[config.mk]
export PLATFORM = sky130hd
export DESIGN_NAME = arp_top
export DESIGN_NICKNAME = d
export VERILOG_FILES = /design/src/arp_pkg.sv /design/src/arp_rx.sv /design/src/arp_cache.sv /design/src/arp_ctrl.sv /design/src/arp_tx.sv /design/src/arp_top.sv
export SDC_FILE = /design/constraint.sdc
export NUM_CORES = 1
export LEC_CHECK = 0
export BUFFER_PORTS_ARGS = -buffer_cell sky130_fd_sc_hd__buf_2
export CORE_ASPECT_RATIO = 0.9
export CORE_MARGIN = 5
export CORE_UTILIZATION = 50
export DETAILED_ROUTE_END_ITERATION = 10
export PLACE_DENSITY = 0.67
export SYNTH_ARGS = -nofsm -noshare
export SYNTH_HDL_FRONTEND = slang
export SYNTH_SLANG_ARGS = --single-unit
[constraint.sdc]
create_clock -name clk -period 13.9 [get_ports clk]
set_input_delay 0.695 -clock clk [delete_from_list [all_inputs] [get_ports clk]]
set_output_delay 0.695 -clock clk [all_outputs]
set_load 0.02 [all_outputs]
[src/arp_pkg.sv]
package arp_pkg;

  localparam int ARP_HDR_LEN   = 28; // header bytes on the wire.
  localparam int ARP_PLD_LEN   = 46; // header plus zero pad.
  localparam int CACHE_ENTRIES = 8;
  localparam int CACHE_IDX_W   = 3;

  localparam logic [15:0] HTYPE_ETH  = 16'h0001;
  localparam logic [15:0] PTYPE_IPV4 = 16'h0800;
  localparam logic [7:0]  HLEN_MAC   = 8'd6;
  localparam logic [7:0]  PLEN_IPV4  = 8'd4;
  localparam logic [15:0] OPER_REQ   = 16'd1;
  localparam logic [15:0] OPER_REP   = 16'd2;

  // byte [0] is the last octet of the address.
  typedef logic [3:0][7:0] ipv4_t;
  typedef logic [5:0][7:0] mac_t;

  localparam mac_t BCAST_MAC = '1;

  // fields in wire order, first field in the top bits.
  typedef struct packed {
    logic [15:0] htype;
    logic [15:0] ptype;
    logic [7:0]  hlen;
    logic [7:0]  plen;
    logic [15:0] oper;
    mac_t        sha;
    ipv4_t       spa;
    mac_t        tha;
    ipv4_t       tpa;
  } arp_hdr_t;

  // the shifters see bytes, the logic sees fields.
  typedef union packed {
    arp_hdr_t                        hdr;
    logic [ARP_HDR_LEN-1:0][7:0]     bytes;
  } arp_word_u;

endpackage

[src/arp_rx.sv]
`timescale 1ns/1ps

module arp_rx (
  input  logic           clk,
  input  logic           fsm_rst,
  input  logic           rx_val,
  input  logic           rx_sof,
  input  logic           rx_eof,
  input  logic [7:0]     rx_dat,
  output logic           hdr_val,
  output logic [15:0]    oper,
  output arp_pkg::mac_t  sha,
  output arp_pkg::ipv4_t spa,
  output arp_pkg::ipv4_t tpa
);

  import arp_pkg::*;

  enum logic [1:0] {
    idle_s,
    hdr_s,
    pad_s
  } fsm;

  arp_word_u  word;
  arp_word_u  nxt;
  logic [4:0] byte_cnt;
  logic       take;
  logic       last;
  logic       hdr_ok;
  logic       rx_rst;

  assign rx_rst = fsm_rst || (rx_val && rx_eof); // end of packet restarts the parser.
  assign take   = rx_val && ((fsm == idle_s && rx_sof) || fsm == hdr_s);
  assign last   = take && (byte_cnt == 5'(ARP_HDR_LEN - 1));

  always_comb begin
    nxt.bytes = {word.bytes[ARP_HDR_LEN-2:0], rx_dat};
  end

  assign hdr_ok = (nxt.hdr.htype == HTYPE_ETH) && (nxt.hdr.ptype == PTYPE_IPV4) &&
                  (nxt.hdr.hlen == HLEN_MAC) && (nxt.hdr.plen == PLEN_IPV4);

  always_ff @(posedge clk) begin
    if (rx_rst) begin
      fsm      <= idle_s;
      byte_cnt <= '0;
    end else begin
      case (fsm)
        idle_s: begin
          if (take) begin
            fsm      <= hdr_s;
            byte_cnt <= 5'd1;
          end
        end
        hdr_s: begin
          if (take) byte_cnt <= byte_cnt + 5'd1;
          if (last) fsm <= pad_s;
        end
        pad_s: begin
          fsm <= pad_s; // pad bytes ignored until rx_eof.
        end
        default: fsm <= idle_s;
      endcase
    end
  end

  always_ff @(posedge clk) begin
    if (take) word <= nxt;
  end

  // a 28 byte packet may carry rx_eof on its last byte.
  always_ff @(posedge clk) begin
    if (fsm_rst) hdr_val <= 1'b0;
    else         hdr_val <= last && hdr_ok;
  end

  assign oper = word.hdr.oper;
  assign sha  = word.hdr.sha;
  assign spa  = word.hdr.spa;
  assign tpa  = word.hdr.tpa;

  sof_with_val: assert property (@(posedge clk) disable iff (fsm_rst)
    rx_sof |-> rx_val);

endmodule

[src/arp_cache.sv]
`timescale 1ns/1ps

module arp_cache (
  input  logic           clk,
  input  logic           fsm_rst,
  input  logic           wr_en,
  input  arp_pkg::ipv4_t wr_ip,
  input  arp_pkg::mac_t  wr_mac,
  input  logic           rd_en,
  input  arp_pkg::ipv4_t rd_ip,
  output logic           rd_val,
  output logic           rd_hit,
  output arp_pkg::mac_t  rd_mac
);

  import arp_pkg::*;

  logic [CACHE_ENTRIES-1:0] ent_val;
  ipv4_t                    ent_ip  [CACHE_ENTRIES];
  mac_t                     ent_mac [CACHE_ENTRIES];
  logic [CACHE_IDX_W-1:0]   wr_idx;
  logic [CACHE_IDX_W-1:0]   rd_idx;

  // direct mapped on the low bits of the last octet.
  assign wr_idx = wr_ip[0][CACHE_IDX_W-1:0];
  assign rd_idx = rd_ip[0][CACHE_IDX_W-1:0];

  always_ff @(posedge clk) begin
    if (fsm_rst) ent_val <= '0;
    else if (wr_en) ent_val[wr_idx] <= 1'b1;
  end

  always_ff @(posedge clk) begin
    if (wr_en) begin
      ent_ip[wr_idx]  <= wr_ip; // older entry is simply replaced.
      ent_mac[wr_idx] <= wr_mac;
    end
  end

  // same-cycle write is not forwarded, the read sees the old entry.
  always_ff @(posedge clk) begin
    if (fsm_rst) begin
      rd_val <= 1'b0;
      rd_hit <= 1'b0;
    end else begin
      rd_val <= rd_en;
      rd_hit <= rd_en && ent_val[rd_idx] && (ent_ip[rd_idx] == rd_ip);
    end
  end

  always_ff @(posedge clk) begin
    if (rd_en) rd_mac <= ent_mac[rd_idx];
  end

endmodule

[src/arp_ctrl.sv]
`timescale 1ns/1ps

module arp_ctrl (
  input  logic           clk,
  input  logic           fsm_rst,
  input  arp_pkg::ipv4_t dev_ipv4,
  input  logic           hdr_val,
  input  logic [15:0]    oper,
  input  arp_pkg::mac_t  sha,
  input  arp_pkg::ipv4_t spa,
  input  arp_pkg::ipv4_t tpa,
  input  logic           lookup_req,
  input  arp_pkg::ipv4_t lookup_ip,
  input  logic           rd_val,
  input  logic           rd_hit,
  input  arp_pkg::mac_t  rd_mac,
  input  logic           busy,
  output logic           wr_en,
  output arp_pkg::ipv4_t wr_ip,
  output arp_pkg::mac_t  wr_mac,
  output logic           rd_en,
  output arp_pkg::ipv4_t rd_ip,
  output logic           lookup_done,
  output logic           lookup_hit,
  output arp_pkg::mac_t  lookup_mac,
  output logic           send,
  output logic [15:0]    send_oper,
  output arp_pkg::mac_t  send_tha,
  output arp_pkg::ipv4_t send_tpa
);

  import arp_pkg::*;

  logic  rep_pend;
  logic  req_pend;
  mac_t  rep_tha;
  ipv4_t rep_tpa;
  ipv4_t req_tpa;
  ipv4_t look_ip;
  logic  rep_evt;
  logic  req_evt;
  logic  tx_free;
  logic  go_rep;
  logic  go_req;

  assign rd_en   = lookup_req;
  assign rd_ip   = lookup_ip;
  assign rep_evt = hdr_val && (oper == OPER_REQ) && (tpa == dev_ipv4) && !rep_pend;
  assign req_evt = rd_val && !rd_hit && !req_pend;
  assign tx_free = !busy && !send; // busy rises one cycle after send.
  assign go_rep  = tx_free && rep_pend;
  assign go_req  = tx_free && req_pend && !rep_pend; // replies go first.

  always_ff @(posedge clk) begin
    if (fsm_rst) begin
      wr_en       <= 1'b0;
      lookup_done <= 1'b0;
      lookup_hit  <= 1'b0;
      rep_pend    <= 1'b0;
      req_pend    <= 1'b0;
      send        <= 1'b0;
    end else begin
      wr_en       <= hdr_val && (oper == OPER_REQ || oper == OPER_REP);
      lookup_done <= rd_val;
      lookup_hit  <= rd_hit;
      send        <= go_rep || go_req;
      if (go_rep) rep_pend <= 1'b0;
      if (go_req) req_pend <= 1'b0;
      if (rep_evt) rep_pend <= 1'b1;
      if (req_evt) req_pend <= 1'b1;
    end
  end

  always_ff @(posedge clk) begin
    if (hdr_val) begin
      wr_ip  <= spa;
      wr_mac <= sha;
    end
    if (lookup_req) look_ip <= lookup_ip;
    if (rd_val) lookup_mac <= rd_mac;
    if (rep_evt) begin
      rep_tha <= sha; // reply goes back to the asking host.
      rep_tpa <= spa;
    end
    if (req_evt) req_tpa <= look_ip;
    if (go_rep) begin
      send_oper <= OPER_REP;
      send_tha  <= rep_tha;
      send_tpa  <= rep_tpa;
    end else if (go_req) begin
      send_oper <= OPER_REQ;
      send_tha  <= '0;
      send_tpa  <= req_tpa;
    end
  end

  no_send_while_busy: assert property (@(posedge clk) disable iff (fsm_rst)
    send |-> !busy);

endmodule

[src/arp_tx.sv]
`timescale 1ns/1ps

module arp_tx (
  input  logic           clk,
  input  logic           fsm_rst,
  input  arp_pkg::mac_t  dev_mac,
  input  arp_pkg::ipv4_t dev_ipv4,
  input  logic           send,
  input  logic [15:0]    send_oper,
  input  arp_pkg::mac_t  send_tha,
  input  arp_pkg::ipv4_t send_tpa,
  output logic           tx_val,
  output logic           tx_sof,
  output logic           tx_eof,
  output logic [7:0]     tx_dat,
  output arp_pkg::mac_t  tx_dst_mac,
  output logic           busy,
  output logic           done
);

  import arp_pkg::*;

  enum logic [1:0] {
    idle_s,
    delay_s,
    tx_s
  } fsm;

  arp_word_u  word;
  logic [5:0] byte_cnt;
  logic       load;
  logic       tx_rst;

  assign tx_rst = fsm_rst || done; // last byte returns the fsm to idle.
  assign load   = (fsm == idle_s) && send;
  assign tx_dat = word.bytes[ARP_HDR_LEN-1];

  always_ff @(posedge clk) begin
    if (tx_rst) begin
      fsm      <= idle_s;
      tx_val   <= 1'b0;
      tx_sof   <= 1'b0;
      tx_eof   <= 1'b0;
      busy     <= 1'b0;
      done     <= 1'b0;
      byte_cnt <= '0;
    end else begin
      case (fsm)
        idle_s: begin
          if (send) begin
            fsm  <= delay_s;
            busy <= 1'b1;
          end
        end
        delay_s: begin
          fsm    <= tx_s;
          tx_val <= 1'b1;
          tx_sof <= 1'b1;
        end
        tx_s: begin
          tx_sof   <= 1'b0;
          byte_cnt <= byte_cnt + 6'd1;
          if (byte_cnt == 6'(ARP_PLD_LEN - 2)) begin
            tx_eof <= 1'b1;
            done   <= 1'b1;
          end
        end
        default: fsm <= idle_s;
      endcase
    end
  end

  always_ff @(posedge clk) begin
    if (load) begin
      word.hdr <= '{
        htype: HTYPE_ETH,
        ptype: PTYPE_IPV4,
        hlen:  HLEN_MAC,
        plen:  PLEN_IPV4,
        oper:  send_oper,
        sha:   dev_mac,
        spa:   dev_ipv4,
        tha:   send_tha,
        tpa:   send_tpa
      };
      tx_dst_mac <= (send_oper == OPER_REQ) ? BCAST_MAC : send_tha;
    end else if (fsm == tx_s) begin
      // zeros shifted in become the pad after byte 28.
      word.bytes <= {word.bytes[ARP_HDR_LEN-2:0], 8'h00};
    end
  end

  // eof marks the 46th byte after sof.
  eof_with_val: assert property (@(posedge clk) disable iff (fsm_rst)
    tx_eof |-> tx_val && $past(tx_sof, ARP_PLD_LEN - 1));

endmodule

[src/arp_top.sv]
`timescale 1ns/1ps

module arp_top (
  input  logic           clk,
  input  logic           fsm_rst,
  input  arp_pkg::mac_t  dev_mac,
  input  arp_pkg::ipv4_t dev_ipv4,
  input  logic           rx_val,
  input  logic           rx_sof,
  input  logic           rx_eof,
  input  logic [7:0]     rx_dat,
  input  logic           lookup_req,
  input  arp_pkg::ipv4_t lookup_ip,
  output logic           lookup_done,
  output logic           lookup_hit,
  output arp_pkg::mac_t  lookup_mac,
  output logic           tx_val,
  output logic           tx_sof,
  output logic           tx_eof,
  output logic [7:0]     tx_dat,
  output arp_pkg::mac_t  tx_dst_mac,
  output logic           tx_busy
);

  import arp_pkg::*;

  logic        hdr_val;
  logic [15:0] oper;
  mac_t        sha;
  ipv4_t       spa;
  ipv4_t       tpa;
  logic        wr_en;
  ipv4_t       wr_ip;
  mac_t        wr_mac;
  logic        rd_en;
  ipv4_t       rd_ip;
  logic        rd_val;
  logic        rd_hit;
  mac_t        rd_mac;
  logic        send;
  logic [15:0] send_oper;
  mac_t        send_tha;
  ipv4_t       send_tpa;

  arp_rx u_rx (
    .clk     (clk),
    .fsm_rst (fsm_rst),
    .rx_val  (rx_val),
    .rx_sof  (rx_sof),
    .rx_eof  (rx_eof),
    .rx_dat  (rx_dat),
    .hdr_val (hdr_val),
    .oper    (oper),
    .sha     (sha),
    .spa     (spa),
    .tpa     (tpa)
  );

  arp_ctrl u_ctrl (
    .clk         (clk),
    .fsm_rst     (fsm_rst),
    .dev_ipv4    (dev_ipv4),
    .hdr_val     (hdr_val),
    .oper        (oper),
    .sha         (sha),
    .spa         (spa),
    .tpa         (tpa),
    .lookup_req  (lookup_req),
    .lookup_ip   (lookup_ip),
    .rd_val      (rd_val),
    .rd_hit      (rd_hit),
    .rd_mac      (rd_mac),
    .busy        (tx_busy),
    .wr_en       (wr_en),
    .wr_ip       (wr_ip),
    .wr_mac      (wr_mac),
    .rd_en       (rd_en),
    .rd_ip       (rd_ip),
    .lookup_done (lookup_done),
    .lookup_hit  (lookup_hit),
    .lookup_mac  (lookup_mac),
    .send        (send),
    .send_oper   (send_oper),
    .send_tha    (send_tha),
    .send_tpa    (send_tpa)
  );

  arp_cache u_cache (
    .clk     (clk),
    .fsm_rst (fsm_rst),
    .wr_en   (wr_en),
    .wr_ip   (wr_ip),
    .wr_mac  (wr_mac),
    .rd_en   (rd_en),
    .rd_ip   (rd_ip),
    .rd_val  (rd_val),
    .rd_hit  (rd_hit),
    .rd_mac  (rd_mac)
  );

  // done only feeds the transmitter's own restart.
  arp_tx u_tx (
    .clk        (clk),
    .fsm_rst    (fsm_rst),
    .dev_mac    (dev_mac),
    .dev_ipv4   (dev_ipv4),
    .send       (send),
    .send_oper  (send_oper),
    .send_tha   (send_tha),
    .send_tpa   (send_tpa),
    .tx_val     (tx_val),
    .tx_sof     (tx_sof),
    .tx_eof     (tx_eof),
    .tx_dat     (tx_dat),
    .tx_dst_mac (tx_dst_mac),
    .busy       (tx_busy),
    .done       ()
  );

endmodule

# Word level (Yosys, flattened, before mapping)
# Memory sizes are Yosys's and may differ from the RTL's. A register that Yosys moved wholly into a read port is not among the register bits.
# Cells that the tools add are included.
# W data, S select, Z words.
# totals
regBits	878
latchBits	0
ram_bits	640
rom_bits	0
mem_count	2
# mem_list
memory	depth	word_bits	read_ports	rd_clocked_by_memory_dff	wr	line	rtl
u_cache.ent_mac	8	48	1	1	1	arp_cache.sv:20	mac_t ent_mac [CACHE_ENTRIES];
u_cache.ent_ip	8	32	1	0	1	arp_cache.sv:19	ipv4_t ent_ip [CACHE_ENTRIES];
# classes
add_sub_neg	2
multipliers	0
n_div	0
order_cmp	3
n_eq_ne	19
n_shift	0
muxes	25
bitwise_logic	2
reduce_logical	45
# ops
op	count
$mux W176	1
$mux W162	1
$mux W48	2
$eq A32 B32 Y1	2
$mux W32	2
$eq A16 B1 Y1 const B	2
$logic_and A1 B1 Y1	22
$eq A16 B12 Y1 const B	1
$eq A16 B2 Y1 const B	1
$eq A8 B3 Y1 const B	2
$pmux W2 S3	2
$reduce_bool A2 Y1	6
$mux W5	2
$pmux W5 S2	1
$lt A3 B4 Y1 const B	2
$mux W1	8
$or A8 B8 Y8	1
$reduce_and A2 Y1	4
$add A6 B1 Y6 const B	1
$eq A2 B1 Y1 const B	3
$eq A6 B6 Y1 const B	1
$mux W2	3
$ne A2 B1 Y1 const B	3
$add A5 B1 Y5 const B	1
other kinds (12)	22

# Longest topological paths before layout
# depth
ltp_word	7
ltp_mapped	10

# Hierarchy
# Synthesis repeated with hierarchy kept, for this count alone.
# unflattened
hier_cells	3190
hier_area_um2	58309.7
# by_module_without_submodules
mod	instances	cells_per_inst	area_each_um2
arp_cache	1	1139	26256.4
arp_ctrl	1	582	12416.9
arp_tx	1	1058	11631.2
arp_rx	1	411	8005.2

# Worst setup path before layout
# No wires, ideal clock.
# synth_timing
kind	register to register
from	reg u_ctrl.wr_ip[0] in the netlist's numbering
to	mem u_cache.ent_ip[0][0] in the netlist's numbering (enable)
setup_time_ns	0.619
arrival_time_ns	6.148
t_required_ns	13.281
setup_slack_ns	7.134
path_stages_with_launch	3
period_less_slack_ns	6.766
path_cell_list	edfxtp_1 -> nand2b_1 -> nor3_1
# synth_lines
item	line	rtl
start: declaration	arp_ctrl.sv:19	output arp_pkg::ipv4_t wr_ip,
start signal: assignment	arp_ctrl.sv:76	wr_ip <= spa;
end: declaration	arp_cache.sv:19	
# Straight into the memory's write port.

# Final worst setup path
# layout_timing
from	reg u_tx.fsm[1] in the netlist's numbering
to	reg u_tx.word[173] in the netlist's numbering (enable)
# layout_between
elab_chain_len	3
# layout_lines
item	line	rtl
start: declaration	arp_tx.sv:27	} fsm;
start signal: assignment	arp_tx.sv:40	fsm <= idle_s;
start signal: assignment	arp_tx.sv:51	fsm <= delay_s;
start signal: assignment	arp_tx.sv:56	fsm <= tx_s;
$logic_not A2 Y1	arp_tx.sv:35	assign load = (fsm == idle_s) && send;
$logic_and A1 B1 Y1	arp_tx.sv:35	
$reduce_bool A2 Y1 (no line) *	n/a	
end: declaration	arp_tx.sv:29	arp_word_u word;
# Every way passes the cells marked *; elsewhere a longest branch is shown, timed or not.
# A chain may end at the register's enable or synchronous reset.

==> summary.txt <==
Yosys
  – Async SR Flop Fraction: 0%
  – Count of different cell masters after synthesis: 55
  – Share of the synthesized area in the top cell type: 78.8%
  – Flip-flop and latch count after synthesis: around 1600
  – Post-Synthesis Cell Area: around 56000 um^2
  – Leading cell type by number of instances after synthesis: sky130_fd_sc_hd__edfxtp_1
  – Total nets after synthesis: 3064
  – Register area share after synthesis: 81.8%
  – Number of synthesis warnings: 0
  – Synth top area cells: sky130_fd_sc_hd__edfxtp_1, sky130_fd_sc_hd__mux4_2, sky130_fd_sc_hd__nand2_1
  – Top cell types by occurrence after synthesis: sky130_fd_sc_hd__edfxtp_1, sky130_fd_sc_hd__nand2_1, sky130_fd_sc_hd__mux4_2, sky130_fd_sc_hd__nor2_1, sky130_fd_sc_hd__dfxtp_1
  – Number of synthesized flops with an enable pin: 1480
  – Post-synthesis instance total: ~2900
  – Cell accounting for the most synthesized area: sky130_fd_sc_hd__edfxtp_1
  – Most common flop cell mapped by yosys: sky130_fd_sc_hd__edfxtp_1
  – Synth Area per Inst: ~19 um^2

Clock network
  – Setup repair bufs after CTS: 0
  – Register clock-pin slew on the reported worst setup and hold paths: 0.06 ns
  – Clock latency on the worst-skew pair: 0.76 ns
  – # H-tree levels: 4
  – Root cell of the clock tree: sky130_fd_sc_hd__clkbuf_16
  – Clock tree from TritonCTS: done
  – Number of gates given a new drive strength after cts: 0
  – Number of buffers added to fix hold violations after cts: 0
  – Number of sinks handled by clock tree synthesis: 1566
  – Total CTS buffers: 152
  – Clock buffer depth: 3

GRT
  – Number of antenna violations at the first check in global routing: 15
  – Largest net degree at the start of global routing: 181
  – Total congestion overflow after global routing: 0
  – Global-route wire length before repair: 175 mm
  – GRT Util Overall: just under 20%
  – Via count of the first global-routing pass: between 20000 and 30000

STA
  – RSZ-0062 raised after global routing: no
  – Headroom to the max-slew limit: 19.5%
  – Max-slew violation count: 0
  – Sum of negative setup slack: 0 ns
  – Final cycle utilization of the critical path: 28.3%
  – Largest clock skew in the final design: between 0.02 and 0.03 ns
  – Highest achievable clock rate: about 250 MHz
  – Total setup violations reported at the end of the flow: 0
  – Minimum period implied by the final worst setup slack: 3.93 ns
  – Worst slew pin tran: between 1 and 1.5 ns
  – Final count of hold timing violations: 0

Power and ir drop
  – Switching Fraction: 21.4%
  – Fraction of power consumed by combinational cells: 5.0%
  – Worst ir drop on vdd: 0.000112 V
  – Internal power component: 7.94 mW
  – Sequential Power Share: 55.2%
  – Sw power: 2.16 mW
  – Leakage Power: 21.6 nW
  – Ratio of total power to cell area: 157 nW/um^2
  – Fraction of power consumed by the clock network: 39.7%

Min path
  – Worst hold path type: primary input to register
  – Instance count along the most critical hold path: 1

Route
  – Antenna-violating nets left: 0
  – Drt via density: around 5.6
  – Total Wirelength: 118 mm
  – Total number of vias: 26900
  – Iteration-0 DRC Markers: 2689
  – Length of the first detailed-routing pass in iterations: 7
  – Average wire per standard cell: 24.5 um
  – Count of unresolved DRC violations after routing: 0

Setup path
  – Sequence of cells on the critical path: inv_1 > ha_1 > nand2_4 > nand2b_4 > buf_4
  – Cell count of the worst reg-to-reg path: 5
  – Required time at the endpoint of the critical path: between 10 and 15 ns
  – Standard cell with the maximum stage delay on the critical path: sky130_fd_sc_hd__nand2b_4
  – Endpoint class of the critical path: register
  – Type of origin of the critical path: register
  – CP max FO: just over 90
  – Slowest stage delay, CP: 1.09 ns
  – CP Class: register to register
  – Arr. time, crit path: 4.29 ns

Placement
  – Placer Congestion: 0.804
  – Final HPWL DP: 69.4 mm
  – Placed instance area: 59300 um^2
  – Quantity of I/O buffers inserted on ports: ~240

Die
  – Horizontal die dimension: between 300 and 400 um
  – Effective utilization at floorplan: around 50%
  – Std cell rows: 116
  – Die outline area: 120000 um^2
  – Number of top-level pins: 236
  – Core area: 112000 um^2
  – Die height: 329 um

Finish
  – Final instance area: 64200 um^2
  – Nets: 3365
  – Synthesis-to-layout area growth: 13.8%
  – Fraction of final layout cells sized beyond drive strength 1: 21.7%
  – Fill cells: 8066

Status
  – Outcome: completed

Run
  – Maximum capacitance violations: 0
-- metal layers --
metal	global-route usage [%]	routed length [um]
met3	4.15	9660
met2	32.2	57900
met4	4.71	1990
met1	28.0	48800
met5	0	19
-- cell usage in the layout (no fill, tap or decap), types with 37 or more instances in the layout --
cell	synthesis	layout
sky130_fd_sc_hd__mux2i_1	75	75
sky130_fd_sc_hd__nor2_1	100	93
sky130_fd_sc_hd__clkbuf_1	69	47
sky130_fd_sc_hd__buf_4	12	37
sky130_fd_sc_hd__nand2b_1	56	54
sky130_fd_sc_hd__mux2_2	84	84
sky130_fd_sc_hd__buf_2	22	231
sky130_fd_sc_hd__edfxtp_1	1480	1480
sky130_fd_sc_hd__clkbuf_16	0	153
sky130_fd_sc_hd__nand2_1	482	481
sky130_fd_sc_hd__xnor2_1	53	53
sky130_fd_sc_hd__and3_1	58	58
sky130_fd_sc_hd__dfxtp_1	86	84
sky130_fd_sc_hd__mux4_2	138	138
-- worst paths after layout --
path / from / end / slack (ns)
worst max-delay path: u_tx.fsm[1] / u_tx.word[173] / 9.97
worst min register to register: u_ctrl.look_ip[22] / u_ctrl.req_tpa[22] / 0.40
worst min-delay path: rx_dat[1] / u_rx.word[1] / 0.13
worst max register to register: u_tx.fsm[1] / u_tx.word[173] / 9.97
-- worst max-delay path, delay by kind of cell, from the launching register on --
family / cells / cell delay [ns]
and+or+nand+nor: 2 / 1.60
buffers and inverters: 2 / 1.18
adders and majority gates: 1 / 0.37
DFF: 1 / 0.33
-- layout make-up --
class | count | area [um^2] | area share (%)
diodes | 3 | 7.51 | 0.0117
clock buffers | 207 | 4100 | 6.39
clock inverters | 73 | 787 | 1.23
inverters | 12 | 61.3 | 0.0956
multi-input cells | 1226 | 9730 | 15.2
flip-flops and latches | 1566 | 46200 | 72.0
well taps | 1475 | 1850 | 2.88
repair buffers | 270 | 1460 | 2.27
-- logic make-up after synthesis --
| logic type | Yosys count | synth area share, % |
|---|---|---|
| XOR/XNOR | 63 | 0.978 |
| multiplexers | 306 | 8.94 |
| AND/OR/NAND/NOR | 796 | 6.28 |
| flip-flops | 1566 | 81.8 |
| buffers and inverters | 135 | 1.07 |
| AO/OA/AOI/OAI | 50 | 0.643 |
| adder cells (fa/ha/maj) | 11 | 0.244 |
-- flip-flops by register name, indices dropped and copies added, names as in the netlist, 2 cells and up --
register           flops
u_cache.ent_val        8
u_ctrl.send_tpa       32
u_rx.byte_cnt          5
u_ctrl.send_tha       48
u_tx.byte_cnt          6
u_cache.ent_mac      384
u_tx.tx_dst_mac       48
u_cache.ent_ip       256
u_rx.fsm               2
u_ctrl.rep_tpa        32
u_ctrl.lookup_mac     48
u_ctrl.req_tpa        32
u_ctrl.rep_tha        48
u_ctrl.look_ip        32
u_ctrl.wr_ip          32
u_tx.word            224
u_rx.word            216
u_ctrl.wr_mac         48
u_tx.fsm               2
u_cache.rd_mac        48
u_ctrl.send_oper       2
-- power by group through the flow --
stage	logic [mW]	clock network [mW]	registers, mW
floorplan	0.338	0	5.66
global placement	0.496	0	5.67
detailed placement	0.515	0	5.68
CTS	0.516	4.09	5.58
global route	0.560	4.30	5.60
finish	0.507	4.01	5.58
-- stage by stage --
step / setup WS, ns / instances / util (%) / power [mW] / hold WS [ns]
finish: 9.97 / 4832 / 57.5 / 10.1 / 0.128
global route: 9.59 / 4831 / 57.5 / 10.5 / 0.0851
CTS: 9.85 / 4829 / 57.5 / 10.2 / 0.0670
detailed placement: 9.65 / 4549 / 53.1 / 6.19 / 0.405
global placement: 9.78 / 4549 / 53.1 / 6.17 / 0.403
floorplan: 7.13 / 2927 / - / 6.00 / 0.400
No activity file was read; power rests on OpenSTA's default activity.
